[config.mk]
export PLATFORM = sky130hd
export DESIGN_NAME = tlb_lookup_flat
export DESIGN_NICKNAME = d
export VERILOG_FILES = /design/src/tlb_pkg.sv /design/src/tlb_array_if.sv /design/src/tlb_lookup.sv /design/src/flat_wrapper.sv
export VERILOG_INCLUDE_DIRS = /design/src /design/src/src
export SDC_FILE = /design/constraint.sdc
export NUM_CORES = 1
export LEC_CHECK = 0
export BUFFER_PORTS_ARGS = -buffer_cell sky130_fd_sc_hd__buf_2
export CAP_MARGIN = 20
export CELL_PAD_IN_SITES_DETAIL_PLACEMENT = 1
export CELL_PAD_IN_SITES_GLOBAL_PLACEMENT = 1
export CORE_AREA = 5 5 548 550
export DETAILED_ROUTE_END_ITERATION = 10
export DIE_AREA = 0 0 553 555
export PLACE_DENSITY = 0.3
export SLEW_MARGIN = 20
export SYNTH_ARGS = -nofsm -noshare
export SYNTH_HDL_FRONTEND = slang
export SYNTH_SLANG_ARGS = --single-unit
export TNS_END_PERCENT = 50
[constraint.sdc]
create_clock -name vclk -period 4.9
set_clock_uncertainty 0.2 [all_clocks]
set_input_delay 0.49 -clock vclk [all_inputs]
set_output_delay 0.49 -clock vclk [all_outputs]
set_load 0.01 [all_outputs]
[src/tlb_macros.svh]
`ifndef TLB_MACROS_SVH
`define TLB_MACROS_SVH

// table geometry
`define TLB_NUM   16
`define TLB_IDX_W 4

// page-size codes as seen on the ps ports
`define TLB_PS_4K 6'd12
`define TLB_PS_4M 6'd21

// invalidate operation codes
`define INV_ALL0     5'd0
`define INV_ALL1     5'd1
`define INV_G1       5'd2
`define INV_G0       5'd3
`define INV_ASID     5'd4
`define INV_ASID_VA  5'd5
`define INV_GASID_VA 5'd6

`endif

[src/tlb_pkg.sv]
`include "tlb_macros.svh"

package tlb_pkg;

    // virtual page-pair number, va[31:13]
    typedef logic [18:0] vppn_t;

    // address-space id
    typedef logic [9:0] asid_t;

    // physical page number
    typedef logic [19:0] ppn_t;

    // page-size code, 12 or 21
    typedef logic [5:0] ps_t;

    // privilege level
    typedef logic [1:0] plv_t;

    // memory access type
    typedef logic [1:0] mat_t;

    // entry index
    typedef logic [`TLB_IDX_W-1:0] idx_t;

    // invalidate operation
    typedef logic [4:0] inv_op_t;

    // one bit per entry
    typedef logic [`TLB_NUM-1:0] entry_vec_t;

endpackage

[src/tlb_array_if.sv]
`timescale 1ns/1ns
`include "tlb_macros.svh"

interface tlb_array_if;

    // single-bit fields packed one bit per entry
    tlb_pkg::entry_vec_t e;
    tlb_pkg::entry_vec_t ps4m;
    tlb_pkg::entry_vec_t g;
    tlb_pkg::entry_vec_t d0;
    tlb_pkg::entry_vec_t v0;
    tlb_pkg::entry_vec_t d1;
    tlb_pkg::entry_vec_t v1;

    tlb_pkg::vppn_t vppn [`TLB_NUM];
    tlb_pkg::asid_t asid [`TLB_NUM];
    // even half
    tlb_pkg::ppn_t  ppn0 [`TLB_NUM];
    tlb_pkg::plv_t  plv0 [`TLB_NUM];
    tlb_pkg::mat_t  mat0 [`TLB_NUM];
    // odd half
    tlb_pkg::ppn_t  ppn1 [`TLB_NUM];
    tlb_pkg::plv_t  plv1 [`TLB_NUM];
    tlb_pkg::mat_t  mat1 [`TLB_NUM];

    modport store (
        output e, ps4m, vppn, asid, g,
        output ppn0, plv0, mat0, d0, v0,
        output ppn1, plv1, mat1, d1, v1
    );

    modport lookup (
        input e, ps4m, vppn, asid, g,
        input ppn0, plv0, mat0, d0, v0,
        input ppn1, plv1, mat1, d1, v1
    );

    modport inv (input e, g, asid, vppn);

endinterface

[src/tlb_lookup.sv]
`timescale 1ns/1ns
`include "tlb_macros.svh"

module tlb_lookup (
    input  tlb_pkg::vppn_t vppn,
    input  logic           va_bit12,
    input  tlb_pkg::asid_t asid,
    tlb_array_if.lookup    arr,
    output logic           found,
    output tlb_pkg::idx_t  index,
    output tlb_pkg::ppn_t  ppn,
    output tlb_pkg::ps_t   ps,
    output tlb_pkg::plv_t  plv,
    output tlb_pkg::mat_t  mat,
    output logic           d,
    output logic           v
);

    tlb_pkg::entry_vec_t hit;
    logic                odd;

    // per-entry compare
    always_comb begin
        for (int i = 0; i < `TLB_NUM; i++) begin
            hit[i] = arr.e[i]
                && (vppn[18:9] == arr.vppn[i][18:9])
                && (arr.ps4m[i] || vppn[8:0] == arr.vppn[i][8:0])
                && (arr.g[i] || asid == arr.asid[i]);
        end
    end

    // lowest index wins, entry 0 when nothing hits
    always_comb begin
        index = '0;
        for (int i = `TLB_NUM - 1; i >= 0; i--) begin
            if (hit[i]) begin
                index = tlb_pkg::idx_t'(i);
            end
        end
    end

    assign found = |hit;

    // 4 MB pages split on va[21], which is vppn bit 8
    assign odd = arr.ps4m[index] ? vppn[8] : va_bit12;

    assign ps  = arr.ps4m[index] ? `TLB_PS_4M : `TLB_PS_4K;
    assign ppn = odd ? arr.ppn1[index] : arr.ppn0[index];
    assign plv = odd ? arr.plv1[index] : arr.plv0[index];
    assign mat = odd ? arr.mat1[index] : arr.mat0[index];
    assign d   = odd ? arr.d1[index] : arr.d0[index];
    assign v   = odd ? arr.v1[index] : arr.v0[index];

endmodule

[src/flat_wrapper.sv]
// flat-port wrapper written by rule: the top's interface ports become plain ports
module tlb_lookup_flat 
  (vppn, va_bit12, asid, found, index, ppn, ps, plv, mat, d, v, arr_e, arr_ps4m, arr_vppn, arr_asid, arr_g, arr_ppn0, arr_plv0, arr_mat0, arr_d0, arr_v0, arr_ppn1, arr_plv1, arr_mat1, arr_d1, arr_v1);
  tlb_array_if arr_i ();
  input  tlb_pkg::vppn_t vppn;
  input  logic va_bit12;
  input  tlb_pkg::asid_t asid;
  output logic found;
  output tlb_pkg::idx_t index;
  output tlb_pkg::ppn_t ppn;
  output tlb_pkg::ps_t ps;
  output tlb_pkg::plv_t plv;
  output tlb_pkg::mat_t mat;
  output logic d;
  output logic v;
  input wire logic [$bits(arr_i.e)-1:0] arr_e;
  input wire logic [$bits(arr_i.ps4m)-1:0] arr_ps4m;
  input wire logic [$bits(arr_i.vppn)-1:0] arr_vppn;
  input wire logic [$bits(arr_i.asid)-1:0] arr_asid;
  input wire logic [$bits(arr_i.g)-1:0] arr_g;
  input wire logic [$bits(arr_i.ppn0)-1:0] arr_ppn0;
  input wire logic [$bits(arr_i.plv0)-1:0] arr_plv0;
  input wire logic [$bits(arr_i.mat0)-1:0] arr_mat0;
  input wire logic [$bits(arr_i.d0)-1:0] arr_d0;
  input wire logic [$bits(arr_i.v0)-1:0] arr_v0;
  input wire logic [$bits(arr_i.ppn1)-1:0] arr_ppn1;
  input wire logic [$bits(arr_i.plv1)-1:0] arr_plv1;
  input wire logic [$bits(arr_i.mat1)-1:0] arr_mat1;
  input wire logic [$bits(arr_i.d1)-1:0] arr_d1;
  input wire logic [$bits(arr_i.v1)-1:0] arr_v1;
  assign arr_i.e = arr_e;
  assign arr_i.ps4m = arr_ps4m;
  assign arr_i.vppn = {>>{arr_vppn}};
  assign arr_i.asid = {>>{arr_asid}};
  assign arr_i.g = arr_g;
  assign arr_i.ppn0 = {>>{arr_ppn0}};
  assign arr_i.plv0 = {>>{arr_plv0}};
  assign arr_i.mat0 = {>>{arr_mat0}};
  assign arr_i.d0 = arr_d0;
  assign arr_i.v0 = arr_v0;
  assign arr_i.ppn1 = {>>{arr_ppn1}};
  assign arr_i.plv1 = {>>{arr_plv1}};
  assign arr_i.mat1 = {>>{arr_mat1}};
  assign arr_i.d1 = arr_d1;
  assign arr_i.v1 = arr_v1;
  tlb_lookup u_core (.vppn(vppn), .va_bit12(va_bit12), .asid(asid), .arr(arr_i), .found(found), .index(index), .ppn(ppn), .ps(ps), .plv(plv), .mat(mat), .d(d), .v(v));
endmodule
; Word-level counts from Yosys, hierarchy flattened
; Cells that the tools add are included.
; Widths: inputs -> output; s select.
[totals]
register_bits = 0
output_inout_bits = 37
ram_bits = 0
romBits = 0
latch_bits = 0
mem_count = 0
inputBits = 1374
elab_cells = 183
[classes]
reduce_logical = 81
div = 0
addsub = 0
bitwise_logic = 1
n_mul = 0
muxes = 51
n_eq_ne = 48
shifts = 0
n_lt_le_gt_ge = 2
[ops]
columns = op, count
row1 = $eq 10x10->1, 32
row2 = $bmux 20 s4, 2
row3 = $eq 9x9->1, 16
row4 = $mux 20, 5
row5 = $mux 4, 16
row6 = $logic_and 1x1->1, 48
row7 = $bmux 2 s4, 4
row8 = $logic_or 1x1->1, 32
row9 = $bmux 1 s4, 5
row10 = $mux 2, 10
row11 = $reduce_or 16->1, 1
row12 = $mux 1, 8
row13 = $ge 5x5->1 const B, 1
row14 = $lt 4x5->1 const B, 1
row15 = $mux 5, 1
row16 = $not 4->5, 1

; Logic depth before layout (Yosys ltp)
; Gate-level depths: netlist (run 1).
[logic_depth]
ltp_word = 25
depth_mapped = 18
depth_no_buf = 14

; Worst setup path before layout (run 1)
; OpenSTA, ideal clock, no wires.
[synth_path]
kind = input to output
from = in asid[1]
to = out plv[0]
path_slack_ns = 0.276
arrival_time_ns = 3.934
path_buffers = 4
required_time_ns = 4.210
path_stages = 17
path_cell_list = buf_2 -> buf_4 -> xor2_1 -> nor4_1 -> a41oi_1 -> nor4_1 -> a311oi_1 -> o211ai_1 -> o2bb2ai_1 -> buf_6 -> mux2i_1 -> mux2i_1 -> and3_1 -> a211oi_4 -> buf_6 -> mux2_1 -> o21ai_1
[synth_via]
elab_chain_len = 24
elab_cells_between_ends = 75
classes_between = eq/ne (16) / mux (26) / bitwise (1) / reduce/logical (32)
[synth_lines]
columns = item, line_no
row1 = from (decl), flat_wrapper.sv:7  ; input tlb_pkg::asid_t asid;
row2 = $eq 10x10->1, tlb_lookup.sv:28  ; && (arr.g[i] || asid == arr.asid[i]);
row3 = $logic_or 1x1->1, tlb_lookup.sv:28
row4 = $logic_and 1x1->1, tlb_lookup.sv:28
row5 = $mux 4 (15 in series), tlb_lookup.sv:36  ; if (hit[i]) begin
row6 = $mux 4 (*), tlb_lookup.sv:36
row7 = $not 4->5 (not written as such), tlb_lookup.sv:49  ; assign plv = odd ? arr.plv1[index] : arr.plv0[index];
row8 = $bmux 2 s4, tlb_lookup.sv:49
row9 = $mux 2 (not written as such) (2 in series), tlb_lookup.sv:49
row10 = $mux 2 (*), tlb_lookup.sv:49
row11 = to (decl), flat_wrapper.sv:12  ; output tlb_pkg::plv_t plv;
; Every way passes the cells marked *; elsewhere a longest branch is shown, timed or not. The select of a mux whose other input is x is not followed.

; Final worst setup path (run 1)
[layout_path]
from = in asid[0]
to = out mat[0]
[layout_via]
elab_chain_len = 24
elab_cells_between_ends = 75
classes_between = eq/ne (16) / mux (26) / bitwise (1) / reduce/logical (32)
[layout_lines]
columns = item, line_no
row1 = $eq 10x10->1, tlb_lookup.sv:28
row2 = $logic_or 1x1->1, tlb_lookup.sv:28
row3 = $logic_and 1x1->1, tlb_lookup.sv:28
row4 = $mux 4 (15 in series), tlb_lookup.sv:36
row5 = $mux 4 (*), tlb_lookup.sv:36
row6 = $not 4->5 (not written as such), tlb_lookup.sv:50  ; assign mat = odd ? arr.mat1[index] : arr.mat0[index];
row7 = $bmux 2 s4, tlb_lookup.sv:50
row8 = $mux 2 (not written as such) (2 in series), tlb_lookup.sv:50
row9 = $mux 2 (*), tlb_lookup.sv:50
row10 = to (decl), flat_wrapper.sv:13  ; output tlb_pkg::mat_t mat;
; Marks and branches as above.

==> flow_summary.toml, run 1 <==
[outcome]
outcome = "finished with violations"
violations = "setup timing"

[worst_setup_path]
critPathSlowestCell = "o21ai_0"
cp.arrival_ps = 5110
cp-end-kind = "output port"
critPathLaunchType = "input pin"
path_max_fanout = 13
crit_family = "buffers and inverters"
critical_path.most_common_cell = "buf_4"
crit_type = "input pin to output port"
cp.buffers_inverters = 9
critical_path_required_ps = 4210
path_cells = "buf_2, buf_4, xor2_1, nor4_1, a41oi_2, buf_4, nor4_4, a311oi_2, o211ai_1, buf_4, o2bb2ai_4, buf_12, buf_16, buf_16, buf_4, mux2_2, nor2_1, a21oi_1, o21ai_0, mux2_2, o21ai_2, buf_12"
slowest_delay_ps = 480

[power_and_ir_drop]
p_total_mw = 2.42
p_comb_frac = 1.000
p_leak_nw = 13.4
power_switching_mw = 1.23
pwr-share-clk = 0
powerDensity_nw_per_um2 = 71.7
peakVddDrop_v = 0.0000231
p_int_mw = 1.19
power_switching_share = 0.507
seqPwrFrac = 0

[global_routing]
grt_pass1_wl_um = 270000
overflow = 0
grt_usage = 0.133
grt_pass1_vias = 25300
antenna_found_initial = 184
grt_max_degree = 34

[cells_and_area]
area_growth_pct = 137
clock_buffers = 0
fin_nets = 5007
drive_gt1_frac = 0.650
utilization = 0.114
stdcell_area_um2 = 33800
design.seq.count = 0
stdcell_count = 7606
final-seq-area_um2 = 0

[logic_synthesis]
synthTopCellsByCount = "396 x mux2i_1, 252 x xor2_1, 212 x xnor2_1"
yosysMostFrequentCell = "mux2i_1"
synth_largest_area_cell = "mux2i_1"
avgSynthCellArea_um2 = 8.01
syn-cell-area_um2 = 14300
synth_cell_types = 52
synthCells = 1779
ys_warn_count = 0
ys_seq_area_frac = 0
synth_area_leaders = "mux2i_1 28%, xor2_1 15%, xnor2_1 13%"
synth_top_cell_area_share = 0.278

[timing]
setup_viol = 29
finalHoldViolations = 0
fin_crit_sh = 1.18
finalSetupTns_ps = -21600
worst_pin_slew_ps = 710
fmax_mhz = 172
slew_headroom = 0.522
whs_ps = 1510
slew_viol_final = 0
layout_min_cycle_time_ps = 5800
rsz0062_at_grt = "true"
worst_slack_ps = -905

[detailed_routing]
wl_per_cell_um = 28.6
antenna_left = 0
wirelength_um = 217000
drt_iter0_drc = 832
vias = 22700
routed_via_density = 2.99
drc = 0
firstDrtPassIters = 5

[floorplan]
num_rows = 200
initial_utilization = 0.0483
die-width_um = 553
die_area_um2 = 307000
dieHeight_um = 555
io_pins = 1411
core_um2 = 295000

[min_path]
min_path_type = "input pin to output port"

[placement]
io_buffer_count = 1408
placed_cell_area_um2 = 30300
post-place-ws_ps = -2760
place_inst = 7505
routabilityCongestion = 0.860
dp_hpwl_um = 199000

[run]
max_cap_violations = 0

[clock_tree]
hold_buffers = 0
layout by cell type, fill, tap and decap left out, drive strengths merged, types with 53 or more instances in the layout:
master / n
xor2: 252
a22o: 53
a21oi: 59
xnor2: 212
nor4: 62
buf: 2023
mux2: 80
mux2i: 396
nand4: 59
a221oi: 104
nor2: 74
o21ai: 87
logic make-up (layout without fill, tap and decap cells):
logic type,Yosys count,count (layout),share of synthesized area
multiplexers,476,476,0.341
XOR/XNOR,464,464,0.285
AO/OA/AOI/OAI,358,358,0.183
AND/OR/NAND/NOR,300,300,0.116
buffers and inverters,179,2030,0.0743
other,2,39,0.000527
path summary, 6_finish.rpt:
check / startpoint / to / slack [ps] / cells past startpoint
min: arr_ppn1[112] / ppn[12] / 1510 / 7
max: asid[0] / mat[0] / -900 / 22
per-layer routing:
metal	vias to the layer above	part of all wire	wire length (um)	track usage
met2	1115	0.48	104000	0.233
li1	10500	-	-	-
met3	246	0.070	15300	0.0367
met5	-	0.0033	716	0
met4	110	0.013	2770	0.0111
met1	10800	0.43	94400	0.169
repair_timing:
| item | in CTS | in global routing |
|---|---|---|
| setup endpoints to repair | 32 | 30 |
| cloned | 7 | 1 |
| hold endpoints to repair | 0 | 0 |
| buffers inserted | 44 | 32 |
| resized for setup | 391 | 140 |
| pin swaps | 70 | 68 |
power groups by stage:
stage | combinational (mW) | clock, mW | sequential, mW
after detailed placement | 2.20 | 0 | 0
after global placement | 2.19 | 0 | 0
after global routing | 2.60 | 0.000000416 | 0
after CTS | 2.42 | 0 | 0
after floorplan | 0.702 | 0 | 0
final | 2.42 | 0.000000740 | 0
final cells by class:
cell class | count | area (um2)
multi-input combinational | 1601 | 15300
antenna | 36 | 90.1
timing repair buffer | 2026 | 13400
fill | 35400 | 261000
inverter | 4 | 21.3
tap | 3939 | 4930
No activity file was read; power rests on OpenSTA's default activity.
==> run 2, diff against run 1 <==
--- a/config.mk
+++ b/config.mk
@@ -6,14 +6,15 @@
 export SDC_FILE = /design/constraint.sdc
 export NUM_CORES = 1
 export LEC_CHECK = 0
+export ABC_AREA = 1
 export BUFFER_PORTS_ARGS = -buffer_cell sky130_fd_sc_hd__buf_2
 export CAP_MARGIN = 20
 export CELL_PAD_IN_SITES_DETAIL_PLACEMENT = 1
 export CELL_PAD_IN_SITES_GLOBAL_PLACEMENT = 1
-export CORE_AREA = 5 5 548 550
+export CORE_AREA = 5 5 549 551
 export DETAILED_ROUTE_END_ITERATION = 10
-export DIE_AREA = 0 0 553 555
-export PLACE_DENSITY = 0.3
+export DIE_AREA = 0 0 554 556
+export PLACE_DENSITY = 0.31
 export SLEW_MARGIN = 20
 export SYNTH_ARGS = -nofsm -noshare
 export SYNTH_HDL_FRONTEND = slang
==> run 2 against run 1 <==
Compared with the run above: the flow still finishes with violations (setup timing); routed wire length grew 24%; critical path depth grew 9; hold slack worse by 120 ps; first-iteration DRC count grew 140%; setup slack improved by 550 ps; count of clock-buffer cells in the layout is the same; utilization grew 2.0 points; cell count up 26%; fmax increased by 10%; area after synthesis grew 25%; critical path type unchanged.
==> flow_summary.toml, run 2 <==
[power_and_ir_drop]
seqPwrFrac = 0
power_switching_share = 0.543
p_comb_frac = 1.000
pwr-share-clk = 0
p_leak_nw = 19.3
peakVddDrop_v = 0.0000232
powerDensity_nw_per_um2 = 68.6
power_switching_mw = 1.48
p_int_mw = 1.25

[worst_setup_path]
crit_type = "input pin to output port"
critical_path_required_ps = 4210
cp.arrival_ps = 4570
critPathSlowestCell = "o41ai_4"
path_max_fanout = 7
critical_path.most_common_cell = "nand2_2"
slowest_delay_ps = 500
cp-end-kind = "output port"
critPathLaunchType = "input pin"

[placement]
io_buffer_count = 1408
routabilityCongestion = 0.906
place_inst = 9381
placed_cell_area_um2 = 35300
dp_hpwl_um = 243000

[logic_synthesis]
synth_top_cell_area_share = 0.132
yosysMostFrequentCell = "nor2_1"
synth_largest_area_cell = "nand3_1"
synthTopCellsByCount = "575 x nor2_1, 566 x nand2_1, 471 x nand3_1"
synth_cell_types = 57
ys_seq_area_frac = 0
ys_warn_count = 0
synth_area_leaders = "nand3_1 13%, nor2_1 12%, nand2_1 12%"
syn-cell-area_um2 = 17800
avgSynthCellArea_um2 = 5.02
synthCells = 3553

[cells_and_area]
final_common_cell = "buf_2"
multi_input_area_um2 = 16900
stdcell_count = 9547
clock_buffers = 0
n_fill_cell = 36600
final-seq-area_um2 = 0
design.seq.count = 0
fin_nets = 6915
drive_gt1_frac = 0.498
stdcell_area_um2 = 39800
area_growth_pct = 124
most-common-layout-cells = "1368 x buf_2, 577 x buf_4, 534 x nor2_1"

[floorplan]
core_um2 = 296000
die_area_um2 = 308000
io_pins = 1411
initial_utilization = 0.0602
die-width_um = 554
num_rows = 200
dieHeight_um = 556

[timing]
worst_slack_ps = -357
worst_pin_slew_ps = 1070
fmax_mhz = 190
fin_crit_sh = 1.07
setup_viol = 26
layout_min_cycle_time_ps = 5260
slew_viol_final = 0
rsz0062_at_grt = "true"
slew_headroom = 0.285
finalHoldViolations = 0

[detailed_routing]
wl_met1_um = 117000
top_layer = "met5"
drc = 0
vias = 33800
met2_length_um = 126000
routed_via_density = 3.54
firstDrtPassIters = 5
wl_met3_um = 21000
wl_per_cell_um = 28.3
drt_iter0_drc = 2016
wirelength_um = 270000
antenna_left = 0

[global_routing]
grt_max_degree = 44
grt_usage = 0.165
antenna_found_initial = 288
overflow = 0
grt_pass1_vias = 35500
grt_pass1_wl_um = 344000

[outcome]
violations = "setup timing"
outcome = "finished with violations"

[run]
max_cap_violations = 0

[clock_tree]
hold_buffers = 0

[min_path]
min_path_type = "input pin to output port"
==> run 2: cell families after synthesis <==
family | after synthesis | share of synthesized area
other | 2 | 0.000421
buffers and inverters | 680 | 0.174
XOR/XNOR | 206 | 0.101
AND/OR/NAND/NOR | 1948 | 0.496
AO/OA/AOI/OAI | 717 | 0.229
==> run 2: what timing repair did <==
action | CTS | global route
buffers inserted | 52 | 18
gates cloned | 22 | 8
endpoints found under the setup margin | 31 | 29
gates resized for setup | 564 | 243
pin swaps | 107 | 100
==> run 2: power by group through the flow <==
stage	registers [mW]	clock network, mW	logic, mW
after global routing	0	0.000000496	2.94
after CTS	0	0	2.71
after floorplan	0	0	0.858
final	0	0.00000178	2.73
after global placement	0	0	2.52
after detailed placement	0	0	2.52
==> run 2: routing by layer <==
layer / GRT usage / vias up
li1: - / 15900
met1: 0.209 / 16000
met2: 0.282 / 1352
met3: 0.0499 / 417
met4: 0.0178 / 168
met5: 0 / -
==> run 2: layout make-up <==
class,instances,share of cell area
antenna,69,0.00433
inverter,432,0.0429
timing repair buffer,2231,0.405
tap,3939,0.124
timing repair inverter,2,0.000377
multi-input combinational,2874,0.423
==> run 2: final timing paths <==
kind	startpoint	cells after the start	slack [ps]	end
worst max-delay path	asid[9]	31	-360	ppn[9]
worst min-delay path	arr_ppn0[299]	8	1380	ppn[19]
==> run 2: metrics by stage <==
step / TNS, ps / utilization / worst slack (ps) / hold slack, ps / total power, mW
CTS: -11880 / 0.130 / -529 / 1410 / 2.71
detailed placement: -34510 / 0.119 / -1420 / 1460 / 2.52
floorplan: 0 / - / 1100 / 1120 / 0.858
global route: -13280 / 0.134 / -568 / 1440 / 2.94
finish: -7610 / 0.135 / -357 / 1380 / 2.73
global placement: -36170 / 0.119 / -1590 / 1450 / 2.52
==> run 2: critical path, delay by kind of cell <==
| kind | cells | cell delay [ps] |
|---|---|---|
| and+or+nand+nor | 18 | 1780 |
| buffers and inverters | 10 | 1470 |
| AOI/OAI and AO/OA | 2 | 600 |
| xor gates and xnor gates | 1 | 150 |
==> run 3, diff against run 2 <==
--- a/config.mk
+++ b/config.mk
@@ -8,12 +8,12 @@
 export LEC_CHECK = 0
 export ABC_AREA = 1
 export BUFFER_PORTS_ARGS = -buffer_cell sky130_fd_sc_hd__buf_2
-export CAP_MARGIN = 20
+export CAP_MARGIN = 25
 export CELL_PAD_IN_SITES_DETAIL_PLACEMENT = 1
 export CELL_PAD_IN_SITES_GLOBAL_PLACEMENT = 1
-export CORE_AREA = 5 5 549 551
+export CORE_AREA = 2 2 546 548
 export DETAILED_ROUTE_END_ITERATION = 10
-export DIE_AREA = 0 0 554 556
+export DIE_AREA = 0 0 548 550
 export PLACE_DENSITY = 0.31
 export SLEW_MARGIN = 20
 export SYNTH_ARGS = -nofsm -noshare
==> run 3 against run 2 <==
Compared with the run above: the flow still finishes with violations (setup timing); count of clock-buffer cells in the layout did not move; non-clock buffer count fell by 1; total power rose by 2.5%; design area rose by 0.18%; cell count rose by 0.22%; critical path type unchanged; critical endpoint is now ppn[1]; largest cell class unchanged.
==> flow_summary.toml, run 3 (same netlist as run 2, synthesis figures left out) <==
[outcome]
outcome = "finished with violations"
violations = "setup timing"

[placement]
io_buffer_count = 1408
placed_cell_area_um2 = 35300
dp_hpwl_um = 240000
routabilityCongestion = 0.902

[floorplan]
core_um2 = 296000
dieHeight_um = 550
die_area_um2 = 301000
io_pins = 1411
initial_utilization = 0.0603
num_rows = 200
die-width_um = 548

[worst_setup_path]
cp.arrival_ps = 4500
path_max_fanout = 13
critPathLaunchType = "input pin"
crit_type = "input pin to output port"
critPathSlowestCell = "o21ai_0"
critical_path_required_ps = 4210
cp-end-kind = "output port"
slowest_delay_ps = 530
critical_path.most_common_cell = "buf_4"

[detailed_routing]
drc = 0
drt_iter0_drc = 1638
firstDrtPassIters = 5
wirelength_um = 265000
wl_per_cell_um = 27.7
vias = 33900
routed_via_density = 3.54
antenna_left = 0

[timing]
fin_crit_sh = 1.06
worst_slack_ps = -287
rsz0062_at_grt = "true"
layout_min_cycle_time_ps = 5190
worst_pin_slew_ps = 707
finalHoldViolations = 0
slew_headroom = 0.525
slew_viol_final = 0
fmax_mhz = 193
setup_viol = 26

[power_and_ir_drop]
p_int_mw = 1.30
p_leak_nw = 19.4
peakVddDrop_v = 0.0000260
power_switching_share = 0.535
seqPwrFrac = 0
p_comb_frac = 1.000
pwr-share-clk = 0
powerDensity_nw_per_um2 = 70.2
p_total_mw = 2.80
power_switching_mw = 1.50

[global_routing]
grt_usage = 0.166
overflow = 0
grt_pass1_wl_um = 338000
antenna_found_initial = 248
grt_max_degree = 45
grt_pass1_vias = 35600

[cells_and_area]
fin_nets = 6913
clock_buffers = 0
area_growth_pct = 124
final_common_cell = "buf_2"
stdcell_area_um2 = 39900
most-common-layout-cells = "1365 x buf_2, 598 x buf_4, 547 x nor2_1"
n_fill_cell = 36500
design.seq.count = 0
final-seq-area_um2 = 0
drive_gt1_frac = 0.495

[min_path]
min_path_type = "input pin to output port"

[run]
max_cap_violations = 0
==> run 3: cell count changes in the layout (fill, tap and decap cells not counted), moves of 12 or more <==
cell,delta
nor2_2,-13
xnor2_2,+17
xnor2_1,-21
buf_4,+21
buf_6,-12
o21ai_1,-32
nor2_1,+13
o21ai_0,+38
nand3_2,-34
nand3_1,+25
diode_2,+23
==> run 3: final timing paths <==
check | cells past startpoint | to | startpoint
worst max-delay path | 27 | ppn[1] | vppn[9]
worst min-delay path | 8 | ppn[4] | arr_ppn1[124]
==> run 3: what timing repair did <==
item / CTS / global route
hold endpoints to repair: 0 / 0
setup endpoints to repair: 30 / 29
gates cloned: 21 / 8
hold buffers: 0 / 0
resized for setup: 516 / 223
pin swaps: 96 / 96
setup buffers: 49 / 19
==> run 3: per-layer routing <==
| metal | up-vias | GRT usage | share of wire |
|---|---|---|---|
| li1 | 15900 | - | - |
| met1 | 16100 | 0.214 | 0.44 |
| met2 | 1295 | 0.283 | 0.47 |
| met3 | 364 | 0.0430 | 0.074 |
| met4 | 150 | 0.0227 | 0.018 |
| met5 | - | 0 | 0.0036 |
==> run 3: worst max-delay path, delay by kind of cell <==
family	cells	cell delay (ps)
buffers and inverters	11	1650
AND/OR/NAND/NOR	13	1240
AO/OA/AOI/OAI	3	1080
==> run 3: final cells by class <==
type,instances,area (um2),area share
antenna,92,230,0.00577
inverter,432,1710,0.0429
multi-input combinational,2875,17000,0.426
tap,3939,4930,0.123
timing repair buffer,2230,16000,0.402
==> run 3: metrics by stage <==
stage / instances / TNS, ps / hold slack (ps) / setup slack, ps / utilization
after global placement: 9386 / -38620 / 1450 / -1650 / 0.119
after global routing: 9517 / -11070 / 1460 / -463 / 0.135
after detailed placement: 9387 / -33940 / 1420 / -1500 / 0.119
after CTS: 9454 / -8490 / 1410 / -363 / 0.130
after floorplan: 3554 / 0 / 1120 / 1100 / -
final: 9568 / -4640 / 1400 / -287 / 0.135
==> run 3: power by group through the flow <==
stage	logic (mW)	clock network, mW	registers (mW)
6_report	2.80	0.00000241	0
3_3_place_gp	2.55	0	0
5_1_grt	3.03	0.00000108	0
2_1_floorplan	0.858	0	0
4_1_cts	2.76	0	0
3_5_place_dp	2.55	0	0
